--- config.mk ---
export PLATFORM = sky130hd
export DESIGN_NAME = inst_fetch
export DESIGN_NICKNAME = d
export VERILOG_FILES = /design/src/common/fetch_pkg.sv /design/src/fetch/inst_fetch.sv
export SDC_FILE = /design/constraint.sdc
export NUM_CORES = 1
export LEC_CHECK = 0
export ABC_AREA = 0
export BUFFER_PORTS_ARGS = -buffer_cell sky130_fd_sc_hd__buf_2
export CORE_ASPECT_RATIO = 0.6
export CORE_MARGIN = 1.5
export CORE_UTILIZATION = 42
export CTS_CLUSTER_DIAMETER = 50
export DETAILED_ROUTE_END_ITERATION = 10
export PLACE_DENSITY = 0.76
export SLEW_MARGIN = 20
export SYNTH_ARGS = -nofsm -noshare
export SYNTH_HDL_FRONTEND = slang
export SYNTH_SLANG_ARGS = --single-unit
export TNS_END_PERCENT = 30
--- constraint.sdc ---
create_clock -name clk -period 2.9 [get_ports clk]
set_input_delay 0 -clock clk [delete_from_list [all_inputs] [get_ports clk]]
set_output_delay 0 -clock clk [all_outputs]
set_load 0.02 [all_outputs]
--- src/common/fetch_pkg.sv ---
package fetch_pkg;

    // ======================================================================
    // widths
    // ======================================================================
    localparam int XLEN = 32;               // data and address width

    // instruction memory depth as a word address width, 1024 words
    localparam int IMEM_AW_DEF = 10;

    // first fetch address after reset
    localparam logic [XLEN-1:0] RESET_PC_DEF = 32'h0000_0000;

    // ======================================================================
    // opcodes seen by the static predictor
    // ======================================================================
    localparam logic [6:0] OPC_JAL    = 7'b1101111;    // jal rd, imm
    localparam logic [6:0] OPC_BRANCH = 7'b1100011;    // beq/bne/blt/bge/bltu/bgeu

    // addi x0, x0, 0
    // shown in ID while no valid instruction sits there
    localparam logic [XLEN-1:0] INSTR_NOP = 32'h0000_0013;

endpackage

--- src/fetch/inst_fetch.sv ---
`timescale 1ns/1ps

module inst_fetch #(
    parameter int                           IMEM_AW  = 10,
    parameter logic [fetch_pkg::XLEN-1:0]   RESET_PC = 32'h0
) (
    input  logic                        clk,
    input  logic                        resetn,
    input  logic                        enable_i,       // stage enable, low holds IF

    // redirect from the static predictor in ID
    input  logic                        taken_d_i,
    input  logic [fetch_pkg::XLEN-1:0]  redirection_d_i,

    // instruction memory side
    input  logic [fetch_pkg::XLEN-1:0]  instr_mem_i,    // registered memory output
    output logic [IMEM_AW-1:0]          imem_addr_o,    // word address
    output logic                        imem_rd_en_o,

    // IF outputs towards ID
    output logic [fetch_pkg::XLEN-1:0]  instr_f_o,
    output logic [fetch_pkg::XLEN-1:0]  pc_f_o,
    output logic [fetch_pkg::XLEN-1:0]  pc_plus4_f_o,
    output logic                        valid_f_o
);

    // ======================================================================
    // pc state
    // ======================================================================
    logic [fetch_pkg::XLEN-1:0] next_pc;    // sequential successor of pc_f
    logic [fetch_pkg::XLEN-1:0] fetch_pc;   // address handed to memory this cycle

    // predicted-taken branch in IF wins over the sequential path
    assign fetch_pc = taken_d_i ? redirection_d_i : next_pc;

    // byte pc to word address, upper bits beyond the memory are dropped
    assign imem_addr_o  = fetch_pc[IMEM_AW+1:2];
    assign imem_rd_en_o = enable_i;            // memory output moves with the stage

    // control part of the IF register
    always_ff @(posedge clk) begin
        if (!resetn) begin
            next_pc   <= RESET_PC;
            valid_f_o <= 1'b0;
        end else if (enable_i) begin
            next_pc   <= fetch_pc + 32'd4;
            valid_f_o <= 1'b1;                 // first enabled edge fills IF
        end
    end

    // pc of the word now arriving from memory
    always_ff @(posedge clk) begin
        if (enable_i) begin
            pc_f_o <= fetch_pc;
        end
    end

    // ======================================================================
    // IF outputs
    // ======================================================================
    // memory already delays by one edge, so the word lines up with pc_f
    assign instr_f_o    = instr_mem_i;
    assign pc_plus4_f_o = next_pc;             // same value as pc_f + 4 once valid

endmodule

==> impl_metrics.py <==
metrics = {
    "pwr": {
        "intPower_mw": 2.019,
        "power.density_nw_per_um2": 623.2,
        "leakage_nw": 1.862,
        "power.share.combinational_pct": 14.7,
        "p_total_mw": 2.717,
        "swShare_pct": 25.69,
        "p_seq_share_pct": 39.4,
        "power.switching_mw": 0.6980,
        "clkPwrFrac_pct": 46.0,
        "vdd_ir_drop_max_mv": 0.3858,
    },
    "synthesis": {
        "yosysSeqAreaShare_pct": 43.96,
        "yosysTopAreaCellShare_pct": 26.05,
        "synth_edf_count": 32,
        "synth_top_flop_cell": "dfxtp_1",
        "synth_area_sq_um": 3689,
        "synthTopCellsByArea": "edfxtp_1, dfxtp_1, buf_4, mux2_2, nand3_1",
        "yosys_warnings": 0,
        "yosys.area.top_type": "edfxtp_1",
        "syn-mean-instance-area_sq_um": 10.08,
        "ys_async_sr_fraction_pct": 0,
        "synth.ff_latch_count": 65,
        "syn_inst": 366,
        "ys_types": 47,
        "syn_nets": 435,
    },
    "die": {
        "io_pins": 176,
        "row_count": 26,
        "start_util_pct": 43.28,
        "core_area_sq_um": 8523,
        "die_h_um": 75.59,
        "dieArea_sq_um": 9372,
        "fp.dieW_um": 124.0,
    },
    "route": {
        "drc": 0,
        "via_per_inst": 5.621,
        "drt-wirelength-per-cell_um": 17.69,
        "num_vias": 3103,
        "drtIter0Drc": 345,
        "postRouteAntennaNets": 0,
        "wl_mm": 9.767,
        "drt_pass1_iterations": 5,
    },
    "sta": {
        "slew_headroom_pct": 46.91,
        "fin_crit_sh_pct": 78.51,
        "rsz0062_at_grt": "no",
        "setup_viol_count_final": 0,
        "fin_crit_ps": 2277,
        "fin_worst_skew_ps": 8.714,
        "maxSlewViolCount": 0,
        "timing.setup.tns_ps": 0,
        "finalHoldViolations": 0,
        "fmax_mhz": 439.2,
        "tightest_slew_ps": 795.5,
    },
    "grt": {
        "use_met3_pct": 8.458,
        "use_met2_pct": 29.77,
        "grt_util_met1_pct": 29.89,
        "grt_busiest_layer": "met1",
        "grt.total_usage_pct": 21.24,
        "grt_pass1_wl_mm": 14.77,
        "grt_max_degree": 38,
        "antenna_found_initial": 0,
        "grt_remaining_overflow": 0,
        "grt_pass1_vias": 2852,
    },
    "clock_network": {
        "cts_buffers": 9,
        "path_clk_slew_ps": 60,
        "htreeDepth": 3,
        "clkLatencyLatePin_ps": 330,
        "root_buffer": "clkbuf_16",
        "postCtsSetupBuffers": 0,
        "cts_max_path_buffers": 2,
        "tritoncts": "built",
        "cts.sinks": 65,
    },
    "status": {
        "status": "finished clean",
    },
    "critical_path": {
        "cp.arrival_ps": 2530,
        "crit_path_end_kind": "flip-flop",
        "crit_family": "simple AND/OR/NAND/NOR gates",
        "required_ps": 3150,
        "cp_max_fo": 8,
        "start_kind": "flip-flop",
        "crit_buf_inv": 0,
        "crit_type": "flip-flop to flip-flop",
        "cp_cell_sequence": "mux2_2, ha_1, a21boi_1, nand4_1, or4_1, o211ai_1",
        "max_stage_delay_ps": 610,
        "cp_slowest_cell": "or4_1",
    },
    "layout": {
        "fin_nets": 504,
        "finalNonFillerCells": 552,
        "final_common_cell": "buf_2",
        "drive_gt1_share_pct": 37.05,
        "num_antenna_cells": 0,
        "fillers": 818,
        "final_cell_mix": "buf_2, nand3_1, dfxtp_1",
        "area_growth_pct": 18.18,
        "design_area_sq_um": 4359,
    },
    "place": {
        "io_buffers": 111,
        "dp_cells": 535,
        "post_dp_cell_area_sq_um": 4005,
        "dp_hpwl_mm": 7.067,
        "place.gp.congestion": 0.8921,
    },
    "min_path": {
        "min_path_type": "primary input to output port",
    },
    "flow_run": {
        "cap_violations": 0,
    },
}
## power groups by stage
stage | registers (mW) | clock network, mW | logic, mW
5_1_grt | 1.08 | 1.32 | 0.430
3_3_place_gp | 1.09 | 0 | 0.389
4_1_cts | 1.07 | 1.28 | 0.398
6_report | 1.07 | 1.25 | 0.399
3_5_place_dp | 1.09 | 0 | 0.396
2_1_floorplan | 1.16 | 0 | 0.256
## Yosys cell counts, types with 3 or more instances
cell and n:
a22oi_1 4, a31oi_1 4, and2_1 4, buf_2 5
buf_4 44, clkbuf_1 8, dfxtp_1 33, edfxtp_1 32
inv_1 8, mux2_2 26, mux2i_1 10, nand2_1 23
nand3_1 46, nand3b_1 12, nand4_1 12, nor2_1 7
nor2b_1 9, o211ai_1 11, o21ai_0 13, o311ai_0 3
or4_1 7, xnor2_1 5, xor2_1 7
## kinds of logic (layout without fill, tap and decap cells)
kind of cell | after synthesis | count (layout) | synth area share, %
and+or+nand+nor | 130 | 130 | 19.57
xor gates and xnor gates | 12 | 12 | 2.849
buffers and inverters | 70 | 144 | 12.72
AOI/OAI and AO/OA | 52 | 52 | 9.905
adders and majority gates | 1 | 1 | 0.3392
DFF | 65 | 65 | 43.96
muxes | 36 | 36 | 10.65
## repair_timing
| item | 4_1_cts | 5_1_grt |
|---|---|---|
| setup endpoints to repair | 0 | 0 |
| gates resized for setup | 0 | 0 |
| hold endpoints to repair | 1 | 0 |
| hold buffers | 1 | 0 |
## layer usage
| layer | part of all wire [%] | vias up |
|---|---|---|
| met5 | 0 | - |
| met4 | 1.3 | 0 |
| met3 | 9.2 | 14 |
| met2 | 41 | 151 |
| met1 | 49 | 1475 |
| li1 | - | 1463 |
## per-stage QoR
stage | hold slack, ps | utilization (%) | worst slack (ps)
after floorplan | 112.5 | - | 143.7
after global placement | 0.1367 | 46.99 | 575.3
after detailed placement | 0.1367 | 46.99 | 439.9
after CTS | 0.1367 | 51.14 | 624.1
after global routing | 0.03244 | 51.14 | 451.2
final | 0.007782 | 51.14 | 623.1
## worst reg2reg max path, cell delays in order, from the launching register on
cell and delay (ps):
dfxtp_1 360, mux2_2 210, ha_1 290, a21boi_1 260, nand4_1 350, or4_1 610
o211ai_1 110
## layout make-up
| class | instances | area (sq um) | share of cell area, % |
|---|---|---|---|
| clock buffer | 10 | 229.0 | 5.253 |
| clock inverter | 6 | 115.1 | 2.641 |
| inverter | 8 | 30.03 | 0.6889 |
| multi-input combinational | 231 | 1598 | 36.65 |
| sequential | 65 | 1622 | 37.20 |
| tap | 112 | 140.1 | 3.215 |
| timing repair buffer | 120 | 625.6 | 14.35 |
## sequential cells by signal, indices dropped and copies added (netlist names)
register      cells
pc_plus4_f_o     32
pc_f_o           32
valid_f_o         1
## worst paths after layout
kind                        start               end  slack [ps]  cells after the start
setup / recovery  pc_plus4_f_o[2]  pc_plus4_f_o[24]         620                      6
hold / removal     instr_mem_i[4]      instr_f_o[4]       0.008                      0
hold reg to reg         valid_f_o         valid_f_o         450                      1
setup reg to reg  pc_plus4_f_o[2]  pc_plus4_f_o[24]         620                      6
Note: power is estimated with default switching activity, not from simulation.
