**src/common/fetch_pkg.sv**
```systemverilog
package fetch_pkg;

    // ======================================================================
    // widths
    // ======================================================================
    localparam int XLEN = 32;               // data and address width

    // instruction memory depth as a word address width, 1024 words
    localparam int IMEM_AW_DEF = 10;

    // first fetch address after reset
    localparam logic [XLEN-1:0] RESET_PC_DEF = 32'h0000_0000;

    // ======================================================================
    // opcodes seen by the static predictor
    // ======================================================================
    localparam logic [6:0] OPC_JAL    = 7'b1101111;    // jal rd, imm
    localparam logic [6:0] OPC_BRANCH = 7'b1100011;    // beq/bne/blt/bge/bltu/bgeu

    // addi x0, x0, 0
    // shown in ID while no valid instruction sits there
    localparam logic [XLEN-1:0] INSTR_NOP = 32'h0000_0013;

endpackage

```
**src/verilog/static_predictor.sv**
```systemverilog
`timescale 1ns/1ps

module static_predictor (
    input  logic                        clk,
    input  logic                        resetn,
    input  logic                        enable_i,       // stage enable, low holds ID

    // IF contents
    input  logic [fetch_pkg::XLEN-1:0]  instr_f_i,
    input  logic [fetch_pkg::XLEN-1:0]  pc_f_i,
    input  logic                        valid_f_i,

    // redirect back to fetch, same cycle
    output logic                        taken_d_o,
    output logic [fetch_pkg::XLEN-1:0]  redirection_d_o,

    // ID stage register
    output logic [fetch_pkg::XLEN-1:0]  instr_d_o,
    output logic [fetch_pkg::XLEN-1:0]  pc_d_o,
    output logic                        pred_taken_d_o,
    output logic                        valid_d_o
);

    // ======================================================================
    // decode
    // ======================================================================
    logic [6:0]                 opcode;
    logic                       is_jal;
    logic                       is_branch;
    logic [fetch_pkg::XLEN-1:0] imm_j;      // jal offset, sign extended
    logic [fetch_pkg::XLEN-1:0] imm_b;      // branch offset, sign extended
    logic [fetch_pkg::XLEN-1:0] imm_sel;

    assign opcode    = instr_f_i[6:0];
    assign is_jal    = (opcode == fetch_pkg::OPC_JAL);
    assign is_branch = (opcode == fetch_pkg::OPC_BRANCH);

    // J-type: imm[20|10:1|11|19:12]
    assign imm_j = {{11{instr_f_i[31]}}, instr_f_i[31], instr_f_i[19:12],
                    instr_f_i[20], instr_f_i[30:21], 1'b0};

    // B-type: imm[12|10:5] in 31:25, imm[4:1|11] in 11:7
    assign imm_b = {{19{instr_f_i[31]}}, instr_f_i[31], instr_f_i[7],
                    instr_f_i[30:25], instr_f_i[11:8], 1'b0};

    assign imm_sel = is_jal ? imm_j : imm_b;

    // ======================================================================
    // prediction
    // ======================================================================
    // jal always taken
    // backward branch (loop) taken, forward branch falls through
    assign taken_d_o = valid_f_i && (is_jal || (is_branch && imm_b[31]));

    // only meaningful while taken_d_o is high
    assign redirection_d_o = pc_f_i + imm_sel;

    // ID register
    always_ff @(posedge clk) begin
        if (!resetn) begin
            instr_d_o      <= fetch_pkg::INSTR_NOP;
            pc_d_o         <= 32'h0;
            pred_taken_d_o <= 1'b0;
            valid_d_o      <= 1'b0;
        end else if (enable_i) begin
            // empty IF slot turns into a bubble
            instr_d_o      <= valid_f_i ? instr_f_i : fetch_pkg::INSTR_NOP;
            pc_d_o         <= pc_f_i;
            pred_taken_d_o <= taken_d_o;        // already masked by valid_f
            valid_d_o      <= valid_f_i;
        end
    end

endmodule
```
**config.mk**
```make
export PLATFORM = sky130hd
export DESIGN_NAME = static_predictor
export DESIGN_NICKNAME = d
export VERILOG_FILES = /design/src/common/fetch_pkg.sv /design/src/verilog/static_predictor.sv
export SDC_FILE = /design/constraint.sdc
export NUM_CORES = 1
export LEC_CHECK = 0
export BUFFER_PORTS_ARGS = -buffer_cell sky130_fd_sc_hd__buf_2
export CORE_AREA = 10 10 123 125
export CTS_CLUSTER_SIZE = 40
export DETAILED_ROUTE_END_ITERATION = 10
export DIE_AREA = 0 0 133 135
export PLACE_DENSITY = 0.64
export RECOVER_POWER = 100
export SLEW_MARGIN = 5
export SYNTH_ARGS = -nofsm -noshare
export SYNTH_HDL_FRONTEND = slang
export SYNTH_SLANG_ARGS = --single-unit
export TNS_END_PERCENT = 20
```
**constraint.sdc**
```tcl
create_clock -name clk -period 9 [get_ports clk]
set_input_delay 0.9 -clock clk [delete_from_list [all_inputs] [get_ports clk]]
set_output_delay 0.9 -clock clk [all_outputs]
set_load 0.02 [all_outputs]
```
==> reports/qor.csv <==
stage,metric,value,unit
sta,Final period util,62.9,%
final_layout,final core occ,43.5,%
floorplanning,std cell rows,41,
sta,FMAX,0.177,GHz
synthesis,Syn Inst Count,501,
final_layout,layout cells sized above 1,16.1,%
sta,min cycle time layout,5.66,ns
setup_path,CP peak stage delay,0.73,ns
setup_path,"critical path, cell by cell",buf_2 -> nand3_1 -> nor3b_1 -> and3_1 -> mux2_2 -> ha_1 -> a21o_1 -> a21oi_1 -> o221ai_1 -> a21oi_1 -> o41ai_1 -> a41oi_1 -> xnor2_1 -> clkbuf_1,
synthesis,number of synthesized register bits,66,
final_layout,"leading cell type in the layout, fill and taps excluded",nor2b_1,
final_layout,number of fill cells in the layout,1290,
setup_path,Setup crit start kind,input pin,
routing,via count,4109,
synthesis,post-synthesis cell type count,56,
final_layout,Nets,754,
sta,Hold WS,0.484,ns
routing,DRC Markers,0,
synthesis,"EDFF count, synth",0,
global_route,global-route wire length before repair,22.7,mm
status,failing checks,"capacitance limit, slew limit",
clock_tree,Hold Buf Count CTS,0,
synthesis,ys flop type,dfxtp_1,
setup_path,Worst path slowest cell,o41ai_1,
run,max-cap viol count,1,
floorplanning,chip width,133,um
setup_path,CP bufs+invs,2,
routing,Routed Antenna Nets,0,
sta,clock skew,0,ns
setup_path,"Largest delay share family, worst path",compound AO/OA/AOI/OAI gates,
clock_tree,PostCTS Resize Cnt,0,
setup_path,critical path launch point,instr_f_i[5],
synthesis,Yosys Warn Count,0,
place,routability cong.,0.878,
routing,drt first pass iters,4,
place,dpl hpwl,11.1,mm
routing,DR WL/cell,17.0,um
routing,number of vias per cell,4.95,
floorplanning,Top Ports,167,
routing,Detailed Route WL,14.1,mm
routing,Initial DRC Count,216,
synthesis,post-synthesis average cell area,8.70,um2
setup_path,WP data arrival,4.76,ns
place,PortBufs,166,
setup_path,CP Capture Type,output port,
setup_path,Critical Path Most Common Cell,a21oi_1,
setup_path,worst-path fanout max,14,
clock_tree,CTS sink cnt,66,
sta,Tightest Pin Transition,3.86,ns
clock_tree,CTS max path bufs,2,
setup_path,worst setup path category,input pin to output port,
hold_path,worst hold path type,flop to flop,
global_route,GRT overflow,0,
final_layout,most frequent cells in the layout,"nor2b_1 (93), clkbuf_1 (89), buf_2 (78)",
global_route,largest net degree at the start of global routing,69,
global_route,antenna violations before repair,1,
sta,Setup Viol. Count Final,0,
clock_tree,CTS clock-pin slew for the worst setup and hold paths,0.06,ns
power,Power Density,184,mW/mm2
global_route,number of global-route vias before repair,4255,
floorplanning,initial core utilization,34.7,%
final_layout,P&R area growth vs syn,25.5,%
sta,TNS Setup,0,ns
sta,Final Hold Fails,0,
sta,RSZ-0062 raised after global routing,false,
power,leak pwr,2.38,nW
clock_tree,Clock Latency Late Sink,0.33,ns
synthesis,"FFs w/ async S/R, synth",0,%
sta,Final Max Slew Viols,69,
clock_tree,post-CTS setup buffers,0,
clock_tree,CTS tree,yes,
floorplanning,core footprint,0.0126,mm2
synthesis,Syn Nets,603,
sta,Slew HR,-157,%
status,run status,"complete, but fails checks",
global_route,Total GRT Usage,15.5,%
floorplanning,die span in y,135,um
setup_path,Reg2Reg Launch Point,instr_d_o[13],
hold_path,Hold Startpoint,instr_d_o[4],
floorplanning,die area,0.0180,mm2
clock_tree,CTS root buffer,clkbuf_16,
clock_tree,htree depth,3,
clock_tree,Num CTS Buffers,9,
power,VDD IR-drop max,0.0867,mV
setup_path,Worst Path Required,8.10,ns
synthesis,register area share after synthesis,30.3,%
synthesis,Syn Std Cell Area,0.00436,mm2
## worst register-to-register path: stages, from the launching register on
cell and delay (ns):
dfxtp_1 0.31, nor2b_1 0.13, a21oi_1 0.28, nor2b_1 0.06
## per-stage QoR
stage	cells	instance area, um2	setup WS [ns]	total power (W)
after detailed placement	813	5300	3.72	0.000634
after global placement	813	5300	3.76	0.000631
after floorplan	501	4360	4.18	0.000527
after CTS	829	5630	3.72	0.00103
final	830	5470	3.34	0.00100
after global routing	830	5470	2.94	0.00106
## cells by family after synthesis
logic type               after synthesis  synth area share, %
AND/OR/NAND/NOR                      163                 21.1
flip-flops                            66                 30.3
buffers and inverters                 38                 3.48
AO/OA/AOI/OAI                        133                 20.5
adder cells (fa/ha/maj)               34                 9.94
multiplexers                          38                 8.87
XOR/XNOR                              29                 5.83
## final timing paths
| check | depth (start not counted) | to | slack [ns] |
|---|---|---|---|
| worst max-delay path | 14 | redirection_d_o[30] | 3.34 |
| worst min-delay path | 2 | instr_d_o[4] | 0.48 |
| worst max register to register | 3 | instr_d_o[13] | 8.11 |
| worst min register to register | 2 | instr_d_o[4] | 0.48 |
## Yosys cell counts (all sizes together), types with 2 or more instances
| library cell | count | share of area, % |
|---|---|---|
| a21oi | 60 | 7.3 |
| a2111oi | 2 | 0.83 |
| nor3b | 2 | 0.34 |
| a41oi | 2 | 0.57 |
| nand2 | 26 | 2.2 |
| clkbuf | 19 | 1.6 |
| o31ai | 2 | 0.34 |
| nand2b | 4 | 0.63 |
| mux2 | 5 | 1.3 |
| nand3 | 5 | 0.57 |
| xor2 | 13 | 2.6 |
| nor2b | 93 | 13 |
| nand4 | 4 | 0.57 |
| o21bai | 3 | 0.52 |
| and3 | 4 | 0.57 |
| a21boi | 3 | 0.52 |
| a31oi | 4 | 0.57 |
| nor3 | 3 | 0.34 |
| xnor2 | 16 | 3.2 |
| o211ai | 2 | 0.34 |
| dfxtp | 66 | 30 |
| a211oi | 2 | 0.46 |
| mux2i | 33 | 7.6 |
| o22ai | 4 | 0.72 |
| o21a | 6 | 1.1 |
| or2 | 2 | 0.29 |
| buf | 8 | 0.89 |
| inv | 11 | 0.95 |
| a21o | 22 | 3.8 |
| nor2 | 16 | 1.4 |
| ha | 33 | 9.5 |
| o21ai | 15 | 1.7 |
## layer usage
layer / track usage (%) / vias up / routed length, um
met5: 0 / - / 0
met4: 4.22 / 0 / 231
met3: 5.82 / 19 / 1080
met2: 25.0 / 135 / 6490
met1: 18.9 / 1900 / 6350
li1: - / 2055 / -
## final cells by class
type / count / area [um2] / share of cell area, %
clock inverter: 6 / 90.1 / 1.65
antenna: 1 / 2.50 / 0.0458
tap: 172 / 215 / 3.94
clock buffer: 10 / 239 / 4.37
timing repair buffer: 167 / 724 / 13.3
multi-input combinational: 397 / 2830 / 51.8
inverter: 11 / 41.3 / 0.755
sequential: 66 / 1320 / 24.2
## sequential cells by signal, indices dropped and copies added, names as in the netlist
| register | cells |
|---|---|
| pc_d_o | 32 |
| pred_taken_d_o | 1 |
| instr_d_o | 32 |
| valid_d_o | 1 |
## report_power, final
group | internal (W) | switching (W)
clock network | 0.000250 | 0.000138
logic | 0.000109 | 0.000193
registers | 0.000307 | 0.00000676
total | 0.000666 | 0.000338
Note: power is estimated with default switching activity, not from simulation.
